`src/verilog/keystone_pkg.sv`:
```
// Keystone correction shared widths, fixed-point constants and enums
package keystone_pkg;

    ////////////////////////////////////////
    // Fixed-point formats
    ////////////////////////////////////////

    // Coefficients are signed with FRAC_BITS fraction bits
    localparam int COEF_W = 16;
    localparam int FRAC_BITS = 8;
    localparam logic signed [COEF_W-1:0] ONE = COEF_W'(1 << FRAC_BITS);

    // Pixel coordinates, signed so centred values fit
    localparam int COORD_W = 12;

    // Homogeneous sums and divider sizing
    localparam int ACC_W = 32;
    localparam int QUOT_W = 24;
    // One quotient bit per iteration
    localparam int DIV_STEPS = QUOT_W;

    ////////////////////////////////////////
    // Pixels and registers
    ////////////////////////////////////////

    localparam int PIXEL_W = 24;
    // Pink, emitted for any point with no source pixel
    localparam logic [PIXEL_W-1:0] FILL_COLOR = 24'hFF1EA6;

    // H11 H12 H13 H21 H22 H23 H31 H32, in that order
    localparam int NUM_COEFS = 8;

    // APB word addresses
    typedef enum logic [5:0] {
        CTRL     = 6'h00,
        STATUS   = 6'h04,
        COEF_H11 = 6'h08,
        COEF_H12 = 6'h0C,
        COEF_H13 = 6'h10,
        COEF_H21 = 6'h14,
        COEF_H22 = 6'h18,
        COEF_H23 = 6'h1C,
        COEF_H31 = 6'h20,
        COEF_H32 = 6'h24
    } reg_addr_e;

    typedef enum logic [2:0] {IDLE, LOAD, ISSUE, WAIT_DIV, READ, EMIT} ctrl_state_e;

endpackage

```
`src/verilog/homography_mac.sv`:
```
// Homography multiply-accumulate forming xw, yw and w for a centred destination point
module homography_mac #(
    parameter int WIDTH  = 16,
    parameter int HEIGHT = 8
) (
    input  logic clock,
    input  logic reset,
    input  logic issue,
    input  logic signed [keystone_pkg::COORD_W-1:0] dest_x,
    input  logic signed [keystone_pkg::COORD_W-1:0] dest_y,
    input  logic signed [keystone_pkg::COEF_W-1:0]  coefs [keystone_pkg::NUM_COEFS],
    output logic signed [keystone_pkg::ACC_W-1:0]   xw,
    output logic signed [keystone_pkg::ACC_W-1:0]   yw,
    output logic signed [keystone_pkg::ACC_W-1:0]   w
);
    import keystone_pkg::*;

    logic signed [COORD_W-1:0] xc;
    logic signed [COORD_W-1:0] yc;
    logic signed [ACC_W-1:0]   xw_sum;
    logic signed [ACC_W-1:0]   yw_sum;
    logic signed [ACC_W-1:0]   w_sum;

    // Origin moved to the frame centre
    assign xc = dest_x - COORD_W'(WIDTH / 2);
    assign yc = dest_y - COORD_W'(HEIGHT / 2);

    // Products keep FRAC_BITS fraction bits, same as the constant terms
    always_comb begin
        xw_sum = coefs[0] * xc + coefs[1] * yc + coefs[2];
        yw_sum = coefs[3] * xc + coefs[4] * yc + coefs[5];
        // H33 fixed at 1.0
        w_sum = coefs[6] * xc + coefs[7] * yc + ONE;
    end

    always_ff @(posedge clock or posedge reset) begin
        if (reset) begin
            xw <= '0;
            yw <= '0;
            w <= '0;
        end else if (issue) begin
            xw <= xw_sum;
            yw <= yw_sum;
            w <= w_sum;
        end
    end

endmodule

```
`config.mk`:
```
export PLATFORM = sky130hd
export DESIGN_NAME = homography_mac
export DESIGN_NICKNAME = d
export VERILOG_FILES = /design/src/verilog/keystone_pkg.sv /design/src/verilog/homography_mac.sv
export SDC_FILE = /design/constraint.sdc
export NUM_CORES = 2
export LEC_CHECK = 0
export BUFFER_PORTS_ARGS = -buffer_cell sky130_fd_sc_hd__buf_2
export CORE_ASPECT_RATIO = 1.75
export CORE_UTILIZATION = 45
export DETAILED_ROUTE_END_ITERATION = 7
export SKIP_CTS_REPAIR_TIMING = 1
export SYNTH_ARGS = -nofsm -noshare
export SYNTH_HDL_FRONTEND = slang
export SYNTH_SLANG_ARGS = --single-unit
```
`constraint.sdc`:
```
create_clock -name clock -period 5.1 [get_ports clock]
set_input_delay 1.02 -clock clock [delete_from_list [all_inputs] [get_ports clock]]
set_output_delay 1.02 -clock clock [all_outputs]
set_load 0.02 [all_outputs]
```
==> run summary <==
reg2reg path depth - 2
clock buffer depth - 2
Async S/R FF share, synth - 100%
Final HPWL DP - 117,000 µm
initial core utilization - 45.6%
setup slack, reg-to-reg - 3.98 ns
Critical Path Max Stage Delay - 0.54 ns
clk slew on worst S/H paths - 0.09 ns
Max Slew Vio Count - 0
Tot GR Track Use - 26.4%
syn avg cell area - 9.45 µm²
top cells by area, synth - fa_1 (54%), inv_1 (11%), ha_1 (7.8%)
Detailed Route Iter0 Violations - 1,684
Max H-tree Level - 3
First-pass DRT Iterations - 5
Clock Latency Late Sink - 0.46 ns
vias in the first global route - 39,500
R2R Path End - xw[30]$_DFFE_PP0P_
Sink Count - 90
kind of start point of the critical path - primary input
buffers added on ports - 250
DP Cell Count - 7,079
post-synth net total - 6,811
initial antenna violation count - 23
Worst path slowest cell - fa_1
Worst Setup SP - dest_y[6]
CP endpoint - yw[23]$_DFFE_PP0P_
leading area contributor after synthesis - fa_1
highest clock rate - 125 MHz
placed cell areas - 56,600 µm²
reg2reg start - xw[30]$_DFFE_PP0P_
Netlist cell types - 67
GP Congestion - 0.901
GRT overflow - 0
status - finished, violations left
maximum fanout along the worst path - 6
Setup TNS - -167.64 ns
Die W - 248 µm
RSZ-0062 raised after global routing - true
Via Count - 36,000
wire per inst - 19.5 µm
root buf cell - clkbuf_16
CTS tree - yes
sequential share of the synthesized area - 4.71%
CP arrival - 8.37 ns
DRC Markers - 0
Hold Path Class - reg2reg
die area - 108,000 µm²
DRT antenna net count - 0
gr busiest metal - met2
Non-Filler Instances - 7,168
Final min period - 8.03 ns
Worst Skew - 0 ns
Most used DFF post-synth - dfrtp_1
chip height - 433 µm
Post-Synthesis Cell Area - 47,800 µm²
min setup slack post-route - -2.93 ns
Final Instance Area - 59,300 µm²
GR Layer Usage met3 - 2.66%
total of max-cap violations - 0
most frequent CP cell - fa_1
Setup CP Type - in2reg
Syn. warnings - 0
Cell Rows - 157
Period Utilization, post-route - 157%
Yosys reg bits - 90
met1 GRT Util - 29.5%
Rel. slew slack - 44.9%
failing checks - negative setup slack
endpoint class of the critical path - flip-flop
IO Pins - 251
global-route wire length before repair - 212,000 µm
fraction of layout cells with a size suffix above 1 - 25.6%
Filler Cells Inserted - 9,395
EDFF count, synth - 0
hold violation count in the final report - 0
TritonCTS Buffers - 9
Nets - 7,555
Synth top area share - 54.5%
Critical Path RT - 5.44 ns
cells after synthesis - 5,058
M2 GR Usage - 48.9%
final setup fails - 75
Core Footprint - 105,000 µm²
drt total wl - 140,000 µm
DR vias/cell - 5.02
largest net degree at the start of global routing - 95
area delta synth->final - 24.1%
Worst Tran Pin Value - 0.827 ns
[critical path, delay by kind of cell]
kind                     cells  cell delay (ns)
adder cells (fa/ha/maj)      8             3.66
AND/OR/NAND/NOR              6             1.75
AO/OA/AOI/OAI                4             0.84
buffers and inverters        4             0.50
XOR/XNOR                     2             0.34
multiplexers                 1             0.25
[state kept, by name, summed over array words and instances (netlist names)]
register,cells
w,30
yw,30
xw,30
[worst min path at each step]
stage,startpoint,end,slack (ns),depth (start not counted)
after floorplan,w[26]$_DFFE_PP0P_,w[26]$_DFFE_PP0P_,0.59,2
after global placement,yw[13]$_DFFE_PP0P_,yw[13]$_DFFE_PP0P_,0.47,1
after detailed placement,w[26]$_DFFE_PP0P_,w[26]$_DFFE_PP0P_,0.47,2
after CTS,yw[6]$_DFFE_PP0P_,yw[6]$_DFFE_PP0P_,0.50,1
after global routing,yw[6]$_DFFE_PP0P_,yw[6]$_DFFE_PP0P_,0.52,1
final,yw[6]$_DFFE_PP0P_,yw[6]$_DFFE_PP0P_,0.49,1
[stage by stage]
step | hold slack (ns) | worst slack, ns | util [%]
floorplan | 0.594 | -2.78 | -
global placement | 0.467 | -3.67 | 53.9
detailed placement | 0.471 | -3.66 | 53.9
CTS | 0.496 | -3.21 | 54.2
global route | 0.517 | -3.12 | 56.5
finish | 0.486 | -2.93 | 56.5
[cell usage in the layout, fill, tap and decap left out, types with 10 or more instances in the layout]
master     Yosys  routed
a211oi_2       2      14
a21o_1        31      31
a21oi_1       67      36
a21oi_2        0      23
and2_1       289     277
and2_4         0      12
buf_12         0      51
buf_2          9     241
buf_4          8     617
buf_6          0      49
clkbuf_16      0      18
dfrtp_1       90      90
diode_2        0      10
fa_1        1300    1262
fa_2           0      38
ha_1         298     224
ha_4           0      71
inv_1       1365    1313
inv_2          2      53
mux2_2        61      39
mux2_4         0      22
nand2_1      708     679
nand2_2        0      24
nand2b_1      95      89
nand3_1       17      11
nor2_1        95      76
nor2_2         0      11
nor2b_1       31      30
o21a_1        10      10
o21ai_2        0      18
or2_1         11      10
or2_2         36      34
xnor2_1       74      61
xor2_1        36      24
xor2_4         0      11
[cells by family (layout without fill, tap and decap cells)]
| family | count (synthesis) | count (layout) | share of synthesized area [%] |
|---|---|---|---|
| buffers and inverters | 1614 | 2362 | 12.8 |
| adders and majority gates | 1598 | 1598 | 62.3 |
| and+or+nand+nor | 1334 | 1334 | 13.2 |
| AOI/OAI and AO/OA | 245 | 245 | 3.44 |
| xor gates and xnor gates | 110 | 111 | 2.02 |
| DFF | 90 | 90 | 4.71 |
| muxes | 67 | 67 | 1.56 |
| other | 0 | 10 | 0 |
[synth_stat cells (all sizes together) (41+ instances only)]
| cell | instances |
|---|---|
| nand2 | 708 |
| mux2 | 61 |
| fa | 1300 |
| dfrtp | 90 |
| xnor2 | 74 |
| o21ai | 41 |
| inv | 1367 |
| clkbuf | 223 |
| or2 | 47 |
| a21oi | 67 |
| nor2 | 95 |
| nand2b | 95 |
| ha | 298 |
| and2 | 289 |
[cell type report]
cell class / count / area [µm²] / area share (%)
diodes: 10 / 25.0 / 0.0422
flip-flops and latches: 90 / 2250 / 3.80
inverters: 1369 / 5170 / 8.72
clock buffers: 9 / 225 / 0.380
repair buffers: 977 / 7800 / 13.2
multi-input cells: 3355 / 42000 / 70.9
well taps: 1351 / 1690 / 2.85
clock inverters: 7 / 92.6 / 0.156
[metal layers]
layer	vias up	share of wire, %
met2	857	54
met5	-	0.11
met1	18900	34
li1	15900	-
met4	22	7.4
met3	302	4.1
Power is not shown: default switching activity piles up to over one toggle a cycle in this logic, so the estimate is an artifact.
