--- src/verilog/keystone_pkg.sv ---
// Keystone correction shared widths, fixed-point constants and enums
package keystone_pkg;

    ////////////////////////////////////////
    // Fixed-point formats
    ////////////////////////////////////////

    // Coefficients are signed with FRAC_BITS fraction bits
    localparam int COEF_W = 16;
    localparam int FRAC_BITS = 8;
    localparam logic signed [COEF_W-1:0] ONE = COEF_W'(1 << FRAC_BITS);

    // Pixel coordinates, signed so centred values fit
    localparam int COORD_W = 12;

    // Homogeneous sums and divider sizing
    localparam int ACC_W = 32;
    localparam int QUOT_W = 24;
    // One quotient bit per iteration
    localparam int DIV_STEPS = QUOT_W;

    ////////////////////////////////////////
    // Pixels and registers
    ////////////////////////////////////////

    localparam int PIXEL_W = 24;
    // Pink, emitted for any point with no source pixel
    localparam logic [PIXEL_W-1:0] FILL_COLOR = 24'hFF1EA6;

    // H11 H12 H13 H21 H22 H23 H31 H32, in that order
    localparam int NUM_COEFS = 8;

    // APB word addresses
    typedef enum logic [5:0] {
        CTRL     = 6'h00,
        STATUS   = 6'h04,
        COEF_H11 = 6'h08,
        COEF_H12 = 6'h0C,
        COEF_H13 = 6'h10,
        COEF_H21 = 6'h14,
        COEF_H22 = 6'h18,
        COEF_H23 = 6'h1C,
        COEF_H31 = 6'h20,
        COEF_H32 = 6'h24
    } reg_addr_e;

    typedef enum logic [2:0] {IDLE, LOAD, ISSUE, WAIT_DIV, READ, EMIT} ctrl_state_e;

endpackage

--- src/verilog/keystone_regs.sv ---
// Keystone APB register block with control, status and the per-pass coefficient latch
module keystone_regs (
    input  logic        clock,
    input  logic        reset,
    input  logic [5:0]  paddr,
    input  logic        psel,
    input  logic        penable,
    input  logic        pwrite,
    input  logic [31:0] pwdata,
    output logic [31:0] prdata,
    output logic        pready,
    output logic        pslverr,
    input  logic        busy,
    input  logic        pass_done,
    output logic        load_start,
    output logic        run_start,
    output logic signed [keystone_pkg::COEF_W-1:0] coefs [keystone_pkg::NUM_COEFS]
);
    import keystone_pkg::*;

    localparam int IDX_W = $clog2(NUM_COEFS);

    logic signed [COEF_W-1:0] sw_coefs [NUM_COEFS];
    logic [7:0]       pass_count;
    logic             access;
    logic             wr;
    logic             known;
    logic             is_coef;
    logic [IDX_W-1:0] coef_idx;
    reg_addr_e        addr;

    ////////////////////////////////////////
    // Address decode
    ////////////////////////////////////////

    assign addr = reg_addr_e'(paddr);
    assign access = psel & penable;
    assign wr = access & pwrite;
    // Coefficient words start at 0x08, one per word
    assign coef_idx = IDX_W'(paddr[5:2] - 4'd2);

    always_comb begin
        known = 1'b1;
        is_coef = 1'b0;
        case (addr)
            CTRL, STATUS: known = 1'b1;
            COEF_H11, COEF_H12, COEF_H13, COEF_H21,
            COEF_H22, COEF_H23, COEF_H31, COEF_H32: is_coef = 1'b1;
            default: known = 1'b0;
        endcase
    end

    // Zero wait states
    assign pready = 1'b1;
    assign pslverr = access & ~known;

    // Start pulses, only taken while the engine is idle
    assign load_start = wr && addr == CTRL && !busy && pwdata[0];
    // A load request wins over a pass request in the same write
    assign run_start = wr && addr == CTRL && !busy && pwdata[1] && !pwdata[0];

    always_comb begin
        prdata = '0;
        if (addr == STATUS)
            prdata = {16'h0000, pass_count, 7'h00, busy};
        else if (is_coef)
            prdata = {{(32-COEF_W){sw_coefs[coef_idx][COEF_W-1]}}, sw_coefs[coef_idx]};
    end

    ////////////////////////////////////////
    // Coefficients and pass counter
    ////////////////////////////////////////

    always_ff @(posedge clock or posedge reset) begin
        if (reset) begin
            for (int i = 0; i < NUM_COEFS; i++) begin
                sw_coefs[i] <= '0;
                coefs[i] <= '0;
            end
            pass_count <= '0;
        end else begin
            if (wr && is_coef)
                sw_coefs[coef_idx] <= pwdata[COEF_W-1:0];
            // Working set only moves at the start of a pass
            if (run_start)
                coefs <= sw_coefs;
            if (pass_done)
                pass_count <= pass_count + 8'd1;
        end
    end

    // Bus master must hold psel through the access phase
    assert property (@(posedge clock) disable iff (reset) penable |-> psel);

endmodule

--- config.mk ---
export PLATFORM = sky130hd
export DESIGN_NAME = keystone_regs
export DESIGN_NICKNAME = d
export VERILOG_FILES = /design/src/verilog/keystone_pkg.sv /design/src/verilog/keystone_regs.sv
export SDC_FILE = /design/constraint.sdc
export NUM_CORES = 1
export LEC_CHECK = 0
export ABC_AREA = 1
export ABC_CLOCK_PERIOD_IN_PS = 10500
export BUFFER_PORTS_ARGS = -buffer_cell sky130_fd_sc_hd__buf_2
export CAP_MARGIN = 20
export CORE_MARGIN = 8
export CORE_UTILIZATION = 55
export CTS_BUF_LIST = sky130_fd_sc_hd__clkbuf_2 sky130_fd_sc_hd__clkbuf_4 sky130_fd_sc_hd__clkbuf_8
export CTS_CLUSTER_DIAMETER = 40
export DETAILED_ROUTE_END_ITERATION = 8
export PLACE_DENSITY = 0.79
export RECOVER_POWER = 100
export SLEW_MARGIN = 20
export SYNTH_ARGS = -nofsm -noshare
export SYNTH_HDL_FRONTEND = slang
export SYNTH_SLANG_ARGS = --single-unit
--- constraint.sdc ---
create_clock -name clock -period 10.5 [get_ports clock]
set_input_delay 2.1 -clock clock [delete_from_list [all_inputs] [get_ports clock]]
set_output_delay 2.1 -clock clock [all_outputs]
set_load 0.05 [all_outputs]
==> results.json <==
{
  "powerDensity_nw_per_um2": 171,
  "antenna_cells": 0,
  "setup_viol_count_final": 0,
  "dieHeight_um": 163,
  "critPathLaunchType": "input port",
  "drt_iter0_markers": 1243,
  "synthDistinctLibCells": 29,
  "detailroute.via_count": 10600,
  "cts_resized": 0,
  "drc": 0,
  "clock_latency_ns": 0.55,
  "grt.overflow.total": 0,
  "maxSlewViolCount": 363,
  "fin_crit_sh": 0.815,
  "cts_hold_buf": 0,
  "r2r_slack_ns": 9.05,
  "drive_above_1_share": 0.0757,
  "pwr-share-clk": 0.423,
  "crit_arrival_ns": 6.46,
  "netlist_instances": 1435,
  "ant_nets": 0,
  "r2r-end": "pass_count[6]",
  "cts_root_buf": "clkbuf_8",
  "io_buffers": 191,
  "finalCriticalPeriod_ns": 8.56,
  "grt_pass1_wl_mm": 56.3,
  "grt_usage": 0.267,
  "nNetsFinal": 1617,
  "violations": "max-capacitance violations, max-slew violations",
  "via_per_inst": 5.67,
  "synth_area_leaders": "dfrtp_1, nand2_1, nand4_1",
  "dr.pass1.iters": 5,
  "multi_input_area_um2": 4350,
  "p_seq_frac": 0.483,
  "row_count": 53,
  "die_x_um": 163,
  "end_kind": "output pin",
  "peakVddDrop_mv": 0.0908,
  "cts_tree": "done",
  "synth_area_leader_cell": "dfrtp_1",
  "grt_max_degree": 108,
  "final_area_um2": 13300,
  "internal_power_mw": 1.67,
  "fin_skew_ns": 0.0185,
  "min_to": "sw_coefs[95]",
  "grt_pass1_vias": 10300,
  "rsz0062_at_grt": "false",
  "power.total_mw": 2.28,
  "gp_congestion": 0.924,
  "clockBufferDepth": 3,
  "start_util": 0.562,
  "regArea_um2": 6610,
  "p_leak_nw": 7.10,
  "cts_buffers": 44,
  "post-cts-setup-buffer-count": 0,
  "fillers": 1902,
  "totalWireLength_mm": 35.4,
  "core_area_um2": 21100,
  "synth_seq_cells": 264,
  "switchingPower_uw": 613,
  "yosysWarnings": 0,
  "whs_ns": 0.469,
  "holdCritStartpoint": "sw_coefs[95]",
  "clk_pin_slew_worst_paths_ns": 0.06,
  "area_growth_pct": 12.5,
  "drv_cap": 5,
  "worstMarginPinSlew_ns": 4.66,
  "worst_slack_ns": 1.94,
  "critPathMaxFanout": 48,
  "synth_seq_area_share": 0.558,
  "antenna_found_initial": 0,
  "relSlewSlack": -2.12,
  "critical_path_required_ns": 8.40,
  "syn-cell-area_um2": 11800,
  "pwr-share-comb": 0.093,
  "htree_levels": 2,
  "r2r-start": "pass_count[0]",
  "avgSynthCellArea_um2": 8.25,
  "cts.sinks": 264,
  "reg2reg_depth": 6,
  "finalSetupTns_ns": 0,
  "syn-num-nets": 1485,
  "dp_hpwl_mm": 23.7,
  "dieArea_um2": 26500,
  "min_path_type": "reg2reg",
  "route.detailed.wl_per_inst_um": 18.9,
  "switching_share": 0.269,
  "max_freq_mhz": 117,
  "status": "finished, violations left",
  "place_ws_ns": 3.26,
  "placed_cell_area_um2": 12600,
  "hold_path_depth": 2,
  "hold_viol": 0,
  "critPathKind": "in2out",
  "io_pins": 209,
  "synth_top_area_share": 0.558
}
-- routing by layer --
metal,share of wire,up-vias,track usage
met5,0,-,0
met4,0.037,0,0.110
met3,0.12,81,0.0832
met2,0.44,651,0.389
met1,0.40,4993,0.365
li1,-,4901,-
-- cell type report --
cell class                 count  share of cell area
sequential                   264               0.496
timing repair buffer         205              0.0640
clock inverter                11             0.00826
clock buffer                  67              0.0621
inverter                      63              0.0179
tap                          275              0.0258
multi-input combinational    989               0.326
-- cell usage in the layout (no fill, tap or decap), types with 2 or more instances in the layout --
cell type and instances:
a21oi_1 35, buf_2 27, buf_4 9, bufinv_16 2
clkbuf_1 168, clkbuf_4 15, clkbuf_8 52, clkinv_1 5
clkinv_2 8, clkinvlp_4 2, dfrtp_1 264, ha_1 5
inv_1 55, nand2_1 645, nand3_1 20, nand4_1 130
nor2_1 60, o21ai_0 52, o22ai_1 28, xnor2_1 2
xor2_1 5
-- Yosys cell counts --
master      n
nand2_1   646
dfrtp_1   264
nand4_1   130
nor2_1     59
inv_1      56
clkbuf_1   40
a21oi_1    35
o21ai_0    32
buf_4      30
o22ai_1    28
buf_2      22
o21ai_1    20
clkbuf_2   14
nand3_1    13
buf_1      11
nand3_2     7
clkinv_1    5
ha_1        5
xor2_1      5
buf_6       2
inv_2       2
xnor2_1     2
a22oi_1     1
conb_1      1
mux2_2      1
nand2_2     1
nor2_4      1
nor3b_1     1
nor4_1      1
-- power groups by stage --
stage | combinational [mW] | clock (mW) | sequential, mW
2_1_floorplan | 0.160 | 0 | 1.11
3_3_place_gp | 0.206 | 0 | 1.12
3_5_place_dp | 0.213 | 0 | 1.12
4_1_cts | 0.213 | 0.970 | 1.10
5_1_grt | 0.234 | 1.02 | 1.11
6_report | 0.213 | 0.965 | 1.10
-- worst max path at each step --
| stage | from | endpoint | slack (ns) | depth (start not counted) |
|---|---|---|---|---|
| after floorplan | reset | coefs[0] | 1.13 | 1 |
| after detailed placement | paddr[2] | prdata[8] | 3.26 | 11 |
| after global routing | paddr[2] | coefs[107] | 1.73 | 8 |
| after CTS | paddr[2] | prdata[8] | 3.25 | 11 |
| after global placement | paddr[2] | prdata[8] | 3.35 | 11 |
| final | paddr[2] | prdata[0] | 1.94 | 11 |
-- worst max-delay path: stages --
cell	delay, ns
clkbuf_1	0.36
inv_1	0.14
nor2_1	0.87
nand2_1	0.17
nor2_1	0.14
nor2_1	0.08
nand2_4	0.23
clkbuf_1	1.50
nand3_1	0.17
nand2_1	0.19
clkbuf_1	0.48
-- logic make-up after synthesis --
logic type               after synthesis  synth area share
AND/OR/NAND/NOR                      859             0.306
AO/OA/AOI/OAI                        116            0.0522
adder cells (fa/ha/maj)                5           0.00528
multiplexers                           1          0.000951
flip-flops                           264             0.558
other                                  1          0.000317
XOR/XNOR                               7           0.00518
buffers and inverters                182            0.0723
-- per-stage QoR --
| stage | util | cells |
|---|---|---|
| after CTS | 0.644 | 1873 |
| after global routing | 0.632 | 1874 |
| after floorplan | - | 1435 |
| final | 0.632 | 1874 |
| after global placement | 0.599 | 1795 |
| after detailed placement | 0.599 | 1795 |
-- state kept, by name, indices dropped and copies added, names as in the netlist --
name	cells
pass_count	8
sw_coefs	128
coefs	128
Power figures use the tool's default switching activity.
