==> src/verilog/keystone_pkg.sv <==
// Keystone correction shared widths, fixed-point constants and enums
package keystone_pkg;

    ////////////////////////////////////////
    // Fixed-point formats
    ////////////////////////////////////////

    // Coefficients are signed with FRAC_BITS fraction bits
    localparam int COEF_W = 16;
    localparam int FRAC_BITS = 8;
    localparam logic signed [COEF_W-1:0] ONE = COEF_W'(1 << FRAC_BITS);

    // Pixel coordinates, signed so centred values fit
    localparam int COORD_W = 12;

    // Homogeneous sums and divider sizing
    localparam int ACC_W = 32;
    localparam int QUOT_W = 24;
    // One quotient bit per iteration
    localparam int DIV_STEPS = QUOT_W;

    ////////////////////////////////////////
    // Pixels and registers
    ////////////////////////////////////////

    localparam int PIXEL_W = 24;
    // Pink, emitted for any point with no source pixel
    localparam logic [PIXEL_W-1:0] FILL_COLOR = 24'hFF1EA6;

    // H11 H12 H13 H21 H22 H23 H31 H32, in that order
    localparam int NUM_COEFS = 8;

    // APB word addresses
    typedef enum logic [5:0] {
        CTRL     = 6'h00,
        STATUS   = 6'h04,
        COEF_H11 = 6'h08,
        COEF_H12 = 6'h0C,
        COEF_H13 = 6'h10,
        COEF_H21 = 6'h14,
        COEF_H22 = 6'h18,
        COEF_H23 = 6'h1C,
        COEF_H31 = 6'h20,
        COEF_H32 = 6'h24
    } reg_addr_e;

    typedef enum logic [2:0] {IDLE, LOAD, ISSUE, WAIT_DIV, READ, EMIT} ctrl_state_e;

endpackage

==> src/verilog/keystone_ctrl.sv <==
// Keystone controller FSM with raster counters for frame load and pixel sequencing
module keystone_ctrl #(
    parameter int WIDTH  = 16,
    parameter int HEIGHT = 8
) (
    input  logic clock,
    input  logic reset,
    input  logic load_start,
    input  logic run_start,
    input  logic pixel_in_valid,
    output logic pixel_in_ready,
    input  logic pixel_out_ready,
    output logic pixel_out_valid,
    output logic write_en,
    output logic signed [keystone_pkg::COORD_W-1:0] write_x,
    output logic signed [keystone_pkg::COORD_W-1:0] write_y,
    output logic issue,
    output logic signed [keystone_pkg::COORD_W-1:0] dest_x,
    output logic signed [keystone_pkg::COORD_W-1:0] dest_y,
    output logic div_start,
    input  logic div_done,
    output logic read_en,
    output logic busy,
    output logic pass_done
);
    import keystone_pkg::*;

    ctrl_state_e state;
    ctrl_state_e state_next;
    logic signed [COORD_W-1:0] x_cnt;
    logic signed [COORD_W-1:0] y_cnt;
    logic step;
    logic last;

    ////////////////////////////////////////
    // Raster counters
    ////////////////////////////////////////

    // One counter pair serves the load and the pass, both raster order
    assign last = (x_cnt == COORD_W'(WIDTH - 1)) && (y_cnt == COORD_W'(HEIGHT - 1));
    assign step = write_en | (pixel_out_valid & pixel_out_ready);

    always_ff @(posedge clock or posedge reset) begin
        if (reset) begin
            x_cnt <= '0;
            y_cnt <= '0;
        end else if (step) begin
            if (x_cnt == COORD_W'(WIDTH - 1)) begin
                x_cnt <= '0;
                // Wraps to zero after the last row, ready for the next frame
                y_cnt <= (y_cnt == COORD_W'(HEIGHT - 1)) ? '0 : y_cnt + 1'b1;
            end else begin
                x_cnt <= x_cnt + 1'b1;
            end
        end
    end

    assign write_x = x_cnt;
    assign write_y = y_cnt;
    assign dest_x = x_cnt;
    assign dest_y = y_cnt;

    ////////////////////////////////////////
    // State machine
    ////////////////////////////////////////

    always_comb begin
        state_next = state;
        case (state)
            IDLE:     if (load_start) state_next = LOAD;
                      else if (run_start) state_next = ISSUE;
            LOAD:     if (write_en && last) state_next = IDLE;
            ISSUE:    state_next = WAIT_DIV;
            WAIT_DIV: if (div_done) state_next = READ;
            READ:     state_next = EMIT;
            EMIT:     if (pixel_out_ready) state_next = last ? IDLE : ISSUE;
            default:  state_next = IDLE;
        endcase
    end

    always_ff @(posedge clock or posedge reset) begin
        if (reset) begin
            state <= IDLE;
            div_start <= 1'b0;
        end else begin
            state <= state_next;
            // Sums land one cycle after issue, divider starts then
            div_start <= issue;
        end
    end

    assign pixel_in_ready = (state == LOAD);
    assign write_en = pixel_in_ready & pixel_in_valid;
    assign issue = (state == ISSUE);
    assign read_en = (state == READ);
    assign pixel_out_valid = (state == EMIT);
    assign busy = (state != IDLE);
    // Last destination pixel taken by the sink
    assign pass_done = pixel_out_valid & pixel_out_ready & last;

    // Divider answers only the request in flight
    assert property (@(posedge clock) disable iff (reset) div_done |-> state == WAIT_DIV);

endmodule

==> config.mk <==
export PLATFORM = sky130hd
export DESIGN_NAME = keystone_ctrl
export DESIGN_NICKNAME = d
export VERILOG_FILES = /design/src/verilog/keystone_pkg.sv /design/src/verilog/keystone_ctrl.sv
export SDC_FILE = /design/constraint.sdc
export NUM_CORES = 1
export LEC_CHECK = 0
export BUFFER_PORTS_ARGS = -buffer_cell sky130_fd_sc_hd__buf_2
export CORE_MARGIN = 2
export CORE_UTILIZATION = 30
export DETAILED_ROUTE_END_ITERATION = 10
export GPL_TIMING_DRIVEN = 0
export MAX_ROUTING_LAYER = met4
export PLACE_DENSITY_LB_ADDON = 0.2
export SYNTH_ARGS = -nofsm -noshare
export SYNTH_HDL_FRONTEND = slang
export SYNTH_SLANG_ARGS = --single-unit
==> constraint.sdc <==
create_clock -name clock -period 2.3 [get_ports clock]
set_clock_uncertainty 0.2 [all_clocks]
set_input_delay 0.115 -clock clock [delete_from_list [all_inputs] [get_ports clock]]
set_output_delay 0.115 -clock clock [all_outputs]
set_load 0.005 [all_outputs]
==> results of run 1 <==
## stage by stage
| step | worst slack [ns] | utilization | total power [uW] |
|---|---|---|---|
| floorplan | 0.4764 | - | 1146 |
| global placement | 0.2739 | 0.3807 | 1418 |
| detailed placement | 0.2418 | 0.3807 | 1426 |
| global route | 0.02367 | 0.4056 | 1889 |
| finish | 0.1645 | 0.4056 | 1743 |
| CTS | 0.06502 | 0.4031 | 1760 |
## power by group
| part | internal (uW) | switching, uW | total [uW] | leakage (uW) |
|---|---|---|---|---|
| combinational | 371 | 359 | 731 | 0.000765 |
| sequential | 581 | 116 | 697 | 0.000352 |
| clock | 154 | 161 | 315 | 0.0000288 |
## area by class of cell
| class | instances | area, sq um |
|---|---|---|
| Buffer | 29 | 210.2 |
| Clock buffer | 4 | 55.05 |
| Fill cell | 580 | 3253 |
| Inverter | 6 | 22.52 |
| Multi-Input combinational cell | 116 | 762.0 |
| Sequential cell | 28 | 701.9 |
| Tap cell | 72 | 90.09 |
| Timing Repair Buffer | 69 | 377.9 |
## timing repair
action,CTS,global route
endpoints found under the setup margin,1,1
hold buffers,6,0
cloned,0,0
endpoints found under the hold margin,31,0
setup buffers,1,0
gates resized for setup,0,5
pin swaps,1,0
## layer usage
layer  vias to the layer above  GRT usage  routed length [um]
met2                        45     0.2077                1797
met1                       674     0.1937                1922
met5                         -          -                   0
li1                        743          -                   -
met4                         0    0.05517                  43
met3                         2    0.01477                 231
## synthesized netlist by cell type, drive strengths merged
cell type | number | area (sq um)
nand2b | 2 | 20.02
or4 | 1 | 11.26
nand4 | 7 | 43.79
o31ai | 2 | 15.01
or3 | 1 | 6.260
nor4bb | 1 | 10.01
a32oi | 1 | 8.760
mux2 | 1 | 11.26
mux2i | 3 | 30.03
and3 | 2 | 12.51
xnor2 | 6 | 52.55
nor3 | 10 | 60.06
a211oi | 1 | 7.510
nor4 | 2 | 12.51
o21ai | 8 | 40.04
and2 | 2 | 12.51
nor2b | 2 | 12.51
nand3 | 9 | 50.05
clkbuf | 1 | 3.750
xor2 | 11 | 96.34
nor3b | 5 | 42.54
and4 | 3 | 26.28
a21oi | 2 | 10.01
nor2 | 12 | 45.04
nand2 | 17 | 63.81
inv | 6 | 22.52
buf | 28 | 205.2
nand3b | 1 | 7.510
ha | 2 | 25.02
dfrtp | 28 | 700.7
nand4b | 2 | 17.52
## worst reg2reg max path: cells and delay by family, from the launching register on
family,cells,cell delay (ns)
buffers and inverters,1,0.23
AO/OA/AOI/OAI,1,0.22
flip-flops,1,0.43
AND/OR/NAND/NOR,3,0.65
adder cells (fa/ha/maj),1,0.23
## worst max-delay path by stage
stage | to | slack, ns | depth (start not counted)
after global routing | pass_done | 0.02 | 5
after floorplan | dest_y[3] | 0.48 | 5
after global placement | state[0] | 0.27 | 5
after detailed placement | state[0] | 0.24 | 5
final | pass_done | 0.16 | 5
after CTS | pass_done | 0.07 | 6
## logic make-up (layout without fill, tap and decap cells)
| logic type | Yosys count | in the layout | share of synthesized area |
|---|---|---|---|
| compound gates | 14 | 14 | 0.04833 |
| simple gates | 79 | 79 | 0.2699 |
| mux | 4 | 4 | 0.02454 |
| flops | 28 | 28 | 0.4164 |
| fa+ha+maj | 2 | 2 | 0.01487 |
| buf+inv | 35 | 108 | 0.1375 |
| xor+xnor | 17 | 17 | 0.08847 |
## sequential cells by signal (all words and copies together) (netlist names)
register and count:
div_start 1, dest_y 12, dest_x 12, state 3
==> impl_metrics.csv, run 1 <==
group,metric,value,unit
timing,slew_headroom,0.2956,
layout,layout_commonest_cell,"buf_2",
floorplanning,placementRows,27,
grt,grt_antenna_before_repair,0,
cts,cts_tree,"built",
place,dp_hpwl,2853,um
floorplanning,core,5473,sq um
grt,grt_pass1_wl,6603,um
yosys,yosysSeqAreaShare,0.4164,
power,powerDensity,785.3,nW/um^2
layout,num-nets-final,262,
routing,via_per_inst,4.519,
layout,area_delta_synth_final,31.90,%
setup_path,critical-path-top-delay-family,"simple AND/OR/NAND/NOR gates",
floorplanning,ios,63,
timing,tightest_slew,1.055,ns
setup_path,arrival,1.82,ns
place,placed_cells,313,
place,postPlaceCellArea,2083,sq um
setup_path,required,1.99,ns
grt,grt_usage,0.1388,
min_path,hold_path_class,"primary input to flip-flop",
yosys,synth_area_per_cell,9.401,sq um
setup_path,end_kind,"primary output",
yosys,syn_area,1683,sq um
setup_path,crit_path_top_delay_cell,"dfrtp_1",
timing,hold_slack,0.06951,ns
cts,cts_buffers,3,
grt,grt-ovfl-total,0,
cts,cts_sinks,28,
yosys,yosys_register_bits,28,
timing,fin_crit_sh,0.9285,
routing,ant_nets,0,
setup_path,reg2regPathDepth,6,
setup_path,regToRegSetupSlack,0.22,ns
floorplanning,die_h,78.90,um
timing,final.setup.tns,0,ns
layout,finalNonFillerCells,324,
cts,clockBufferDepth,2,
timing,fin_crit,2.135,ns
power,leakagePower,0.001146,uW
grt,grt_max_degree,29,
setup_path,cp_cell_sequence,"ha_1, nor4bb_2, nand3_1, nor3_2, buf_2",
setup_path,start_kind,"flip-flop",
setup_path,critPathLaunch,"dest_y[1]",
timing,setup_viol,0,
timing,rsz0062_at_grt,"false",
floorplanning,die-area,6224,sq um
floorplanning,initial_utilization,0.3075,
flow_run,cap_violations,0,
cts,cts.clk_slew.worst_paths,0.10,ns
setup_path,critPathMaxStageDelay,0.43,ns
cts,h-tree-depth,1,
outcome,status,"complete, no violations",
yosys,syn_inst,179,
timing,hold_viol,0,
setup_path,worst-path-buf-inv,1,
cts,insertion_delay,0.28,ns
routing,drt_iter0_drc,45,
routing,routed_wl,3995,um
min_path,worstHoldEndpoint,"state[1]",
layout,design_area,2220,sq um
setup_path,crit_fanout,5,
yosys,ys_types,36,
place,port_buffers,62,
timing,max_freq,468.3,MHz
yosys,yosysWarningCount,0,
routing,vias,1464,
layout,drive_gt1_frac,0.4206,
cts,cts-root-buf,"clkbuf_8",
timing,maxSlewViolCount,0,
routing,drcViolationCount,0,
min_path,worstHoldPathCells,4,
min_path,min_from,"run_start",
power,peakVddDrop,0.4467,mV
setup_path,reg2reg_from,"dest_y[1]",
routing,drtPass1Iterations,4,
place,gp_congestion,0.7798,
yosys,synth_nets,188,
grt,grt_pass1_vias,1332,
setup_path,r2r_end,"state[0]",
setup_path,crit_type,"flip-flop to primary output",
routing,wl_per_cell,12.33,um
layout,final_cell_mix,"buf_2 (64), buf_4 (27), dfrtp_1 (27)",
layout,antenna_cells,0,
floorplanning,dieWidth,78.90,um
(Power assumes the default switching activity.)
==> inputs of run 2 (changes only) <==
- clock period: 2.3 -> 2.7 ns (I/O delays scaled with it)
==> impl_metrics.csv, run 2 (synthesis gave the netlist of run 1 again) <==
group,metric,value,unit
outcome,status,"complete, no violations",
grt,grt_pass1_wl,6534,um
cts,h-tree-depth,1,
routing,drcViolationCount,0,
timing,max_freq,419.7,MHz
layout,num-nets-final,259,
routing,via_per_inst,4.539,
cts,cts_buffers,3,
timing,fin_crit,2.383,ns
cts,cts.clk_slew.worst_paths,0.10,ns
routing,wl_met1,1905,um
floorplanning,core,5473,sq um
routing,drtPass1Iterations,4,
setup_path,required,2.37,ns
setup_path,regToRegSetupSlack,0.59,ns
power,swShare,0.3654,
place,dp_hpwl,2853,um
min_path,hold_path_class,"primary input to flip-flop",
power,powerDensity,679.2,nW/um^2
grt,grt_antenna_before_repair,0,
routing,vias,1457,
grt,grt_usage,0.1371,
routing,drt_iter0_drc,52,
setup_path,arrival,2.05,ns
power,p_comb_frac,0.418,
layout,area_delta_synth_final,29.44,%
routing,ant_nets,0,
setup_path,end_kind,"primary output",
floorplanning,die_h,78.90,um
timing,setup_viol,0,
routing,routed.top_layer,"met4",
floorplanning,die-area,6224,sq um
timing,hold_viol,0,
floorplanning,placementRows,27,
floorplanning,dieWidth,78.90,um
flow_run,cap_violations,0,
timing,slew_headroom,0.2967,
layout,final_cell_mix,"buf_2 (64), dfrtp_1 (28), buf_4 (26)",
power,p_sw,540.6,uW
place,port_buffers,62,
routing,wl_per_cell,12.13,um
layout,layout_commonest_cell,"buf_2",
floorplanning,ios,63,
layout,utilization,0.3980,
layout,drive_gt1_frac,0.4056,
power,leakagePower,0.001131,uW
timing,tightest_slew,1.054,ns
layout,antenna_cells,0,
grt,grt_max_degree,29,
cts,cts-root-buf,"clkbuf_8",
grt,grt_pass1_vias,1324,
power,peakVddDrop,0.3786,mV
setup_path,crit_fanout,7,
timing,final.setup.tns,0,ns
setup_path,start_kind,"flip-flop",
grt,grt-ovfl-total,0,
power,p_clk_frac,0.181,
cts,clockBufferDepth,2,
cts,cts_tree,"built",
routing,wl_met3,201,um
setup_path,crit_type,"flip-flop to primary output",
timing,fin_crit_sh,0.8825,
power,intPower,939.0,uW
power,pwr-share-seq,0.401,
cts,cts_sinks,28,
floorplanning,initial_utilization,0.3075,
routing,routed_wl,3893,um
timing,maxSlewViolCount,0,
routing,wl_met2,1733,um
cts,insertion_delay,0.28,ns
place,gp_congestion,0.7798,
timing,rsz0062_at_grt,"false",
-- run 2: cell types whose count changed in the layout (fill, tap and decap cells not counted), sizes merged --
cell         previous run  this run
dlygate4sd3             6         4
buf                    91        90
-- run 2: critical path, stage by stage, from the launching register on --
cell	delay [ns]
dfrtp_1	0.45
ha_1	0.23
nor4bb_1	0.37
nand3_1	0.31
nor3_1	0.26
buf_2	0.14
-- run 2: timing repair --
item,CTS,global route
endpoints found under the hold margin,30,0
hold buffers,4,0
resized for setup,0,0
setup buffers,0,0
-- run 2: power groups by stage --
| stage | clock network, uW | logic (uW) | registers, uW |
|---|---|---|---|
| 5_1_grt | 292 | 699 | 613 |
| 4_1_cts | 274 | 627 | 596 |
| 6_report | 268 | 618 | 593 |
| 2_1_floorplan | 0 | 392 | 584 |
| 3_5_place_dp | 0 | 611 | 604 |
| 3_3_place_gp | 0 | 607 | 601 |
-- run 2: metal layers --
metal / vias up / GRT usage
li1: 739 / -
met4: 0 / 0.05517
met2: 44 / 0.2034
met5: - / -
met1: 670 / 0.1923
met3: 4 / 0.01477
-- run 2: area by class of cell --
class / count / area, sq um
Buffer: 29 / 209.0
Clock buffer: 4 / 55.05
Fill cell: 588 / 3294
Inverter: 6 / 22.52
Multi-Input combinational cell: 116 / 750.7
Sequential cell: 28 / 700.7
Tap cell: 72 / 90.09
Timing Repair Buffer: 66 / 350.3
-- run 2: path summary, 6_finish.rpt --
kind | from | endpoint | cells after the start
hold / removal | load_start | state[1] | 4
setup / recovery | dest_y[0] | pass_done | 5
min in group asynchronous | reset | dest_y[8] | 3
max in group asynchronous | reset | dest_x[1] | 3
hold reg to reg | dest_y[11] | dest_y[11] | 1
setup reg to reg | dest_y[0] | state[0] | 5
-- run 2: metrics by stage --
| step | total power (uW) | instance area (sq um) | cells | setup WS, ns | hold slack (ns) |
|---|---|---|---|---|---|
| after CTS | 1497 | 2178 | 321 | 0.3154 | 0.01495 |
| after global placement | 1208 | 2083 | 313 | 0.6546 | 0.2236 |
| after global routing | 1604 | 2178 | 321 | 0.1142 | 0.05109 |
| final | 1480 | 2178 | 321 | 0.3172 | 0.01692 |
| after detailed placement | 1215 | 2083 | 313 | 0.6379 | 0.2238 |
| after floorplan | 976.1 | 1683 | 179 | 0.8764 | 0.0004132 |
==> inputs of run 3 (changes only) <==
- RECOVER_POWER: default -> 50
==> impl_metrics.csv, run 3 (synthesis gave the netlist of run 1 again) <==
group,metric,value,unit
layout,finalNonFillerCells,321,
power,p_sw,543.5,uW
setup_path,critPathMaxStageDelay,0.44,ns
setup_path,worst-path-buf-inv,1,
min_path,hold_path_class,"primary input to flip-flop",
power,p_clk_frac,0.184,
setup_path,crit_type,"flip-flop to primary output",
grt,grt_usage,0.1371,
routing,routed.top_layer,"met4",
floorplanning,ios,63,
timing,fin_crit_sh,0.8767,
cts,post-cts-setup-buffers,0,
place,port_buffers,62,
cts,cts-root-buf,"clkbuf_8",
power,swShare,0.3722,
layout,antenna_cells,0,
place,postPlaceCellArea,2083,sq um
routing,drcViolationCount,0,
floorplanning,core,5473,sq um
grt,grt_pass1_wl,6534,um
routing,ant_nets,0,
place,placed_cells,313,
setup_path,start_kind,"flip-flop",
timing,fin_crit,2.367,ns
power,power,1460,uW
power,p_comb_frac,0.410,
setup_path,crit_fanout,7,
cts,cts.clk_slew.worst_paths,0.10,ns
layout,utilization,0.3946,
floorplanning,placementRows,27,
layout,num-nets-final,259,
grt,grt_antenna_before_repair,0,
outcome,status,"complete, no violations",
timing,setup_viol,0,
setup_path,required,2.37,ns
floorplanning,die_h,78.90,um
timing,maxSlewViolCount,0,
layout,layout_commonest_cell,"buf_2",
layout,area_delta_synth_final,28.33,%
setup_path,reg2reg_from,"dest_y[0]",
setup_path,end_kind,"primary output",
routing,vias,1465,
floorplanning,dieWidth,78.90,um
routing,wl_met2,1730,um
setup_path,critPathLaunch,"dest_y[0]",
power,peakVddDrop,0.3646,mV
flow_run,cap_violations,0,
cts,clockBufferDepth,2,
routing,routed_wl,3897,um
timing,rsz0062_at_grt,"false",
power,intPower,916.7,uW
layout,final_cell_mix,"buf_2 (52), dfrtp_1 (28), clkbuf_4 (24)",
layout,drive_gt1_frac,0.3494,
power,leakagePower,0.001075,uW
routing,drt_iter0_drc,60,
routing,drtPass1Iterations,5,
routing,wl_met1,1908,um
routing,wl_per_cell,12.14,um
timing,tightest_slew,1.054,ns
setup_path,regToRegSetupSlack,0.61,ns
grt,grt_pass1_vias,1324,
layout,design_area,2160,sq um
floorplanning,die-area,6224,sq um
setup_path,critical-path-top-delay-family,"simple AND/OR/NAND/NOR gates",
cts,cts_sinks,28,
place,dp_hpwl,2853,um
routing,via_per_inst,4.564,
layout,fillCellCount,600,
setup_path,cp_cell_sequence,"ha_1, nor4bb_1, nand3_1, nor3_1, buf_2",
grt,grt_max_degree,29,
timing,slew_headroom,0.2965,
place,gp_congestion,0.7798,
cts,h-tree-depth,1,
timing,final.setup.tns,0,ns
timing,max_freq,422.5,MHz
grt,grt-ovfl-total,0,
setup_path,arrival,2.03,ns
routing,wl_met3,204,um
cts,insertion_delay,0.28,ns
min_path,min_from,"load_start",
timing,hold_viol,0,
power,powerDensity,676.1,nW/um^2
setup_path,crit_path_top_delay_cell,"dfrtp_1",
power,pwr-share-seq,0.406,
cts,cts_buffers,3,
floorplanning,initial_utilization,0.3075,
cts,cts_tree,"built",
[run 3: path summary, 6_finish.rpt]
path / to / depth (start not counted)
max in group asynchronous: dest_x[1] / 3
min reg2reg: dest_y[11] / 1
min: state[1] / 4
max reg2reg: state[0] / 5
min in group asynchronous: dest_y[6] / 3
max: pass_done / 5
[run 3: worst min-delay path, stage by stage]
cell,delay [ns]
buf_2,0.08
nor3b_1,0.04
o21ai_0,0.13
o21ai_0,0.08
[run 3: timing repair]
item / 4_1_cts / 5_1_grt
endpoints found under the hold margin: 30 / 0
hold buffers: 4 / 0
resized for setup: 0 / 0
[run 3: power by group through the flow]
stage,logic (uW),clock network [uW],registers [uW]
after floorplan,392,0,584
after global placement,607,0,601
final,598,269,593
after detailed placement,611,0,604
after global routing,676,292,611
after CTS,627,274,596
[run 3: per-stage QoR]
| stage | setup WS (ns) | hold WS [ns] |
|---|---|---|
| floorplan | 0.8764 | 0.0004132 |
| global placement | 0.6546 | 0.2236 |
| detailed placement | 0.6379 | 0.2238 |
| CTS | 0.3154 | 0.01495 |
| global route | 0.1216 | 0.05095 |
| finish | 0.3330 | 0.01613 |
[run 3: area by class of cell]
cell class                      count  area, sq um  share of cell area
Inverter                            6        22.52             0.01043
Timing Repair Buffer               66        335.3              0.1553
Tap cell                           72        90.09             0.04171
Buffer                             29        205.2             0.09502
Clock buffer                        4        55.05             0.02549
Sequential cell                    28        700.7              0.3244
Multi-Input combinational cell    116        750.7              0.3476
[run 3: metal layers]
| metal | track usage | vias up |
|---|---|---|
| met3 | 0.01477 | 4 |
| met5 | - | - |
| met4 | 0.05517 | 0 |
| met2 | 0.2034 | 47 |
| met1 | 0.1923 | 676 |
| li1 | - | 738 |
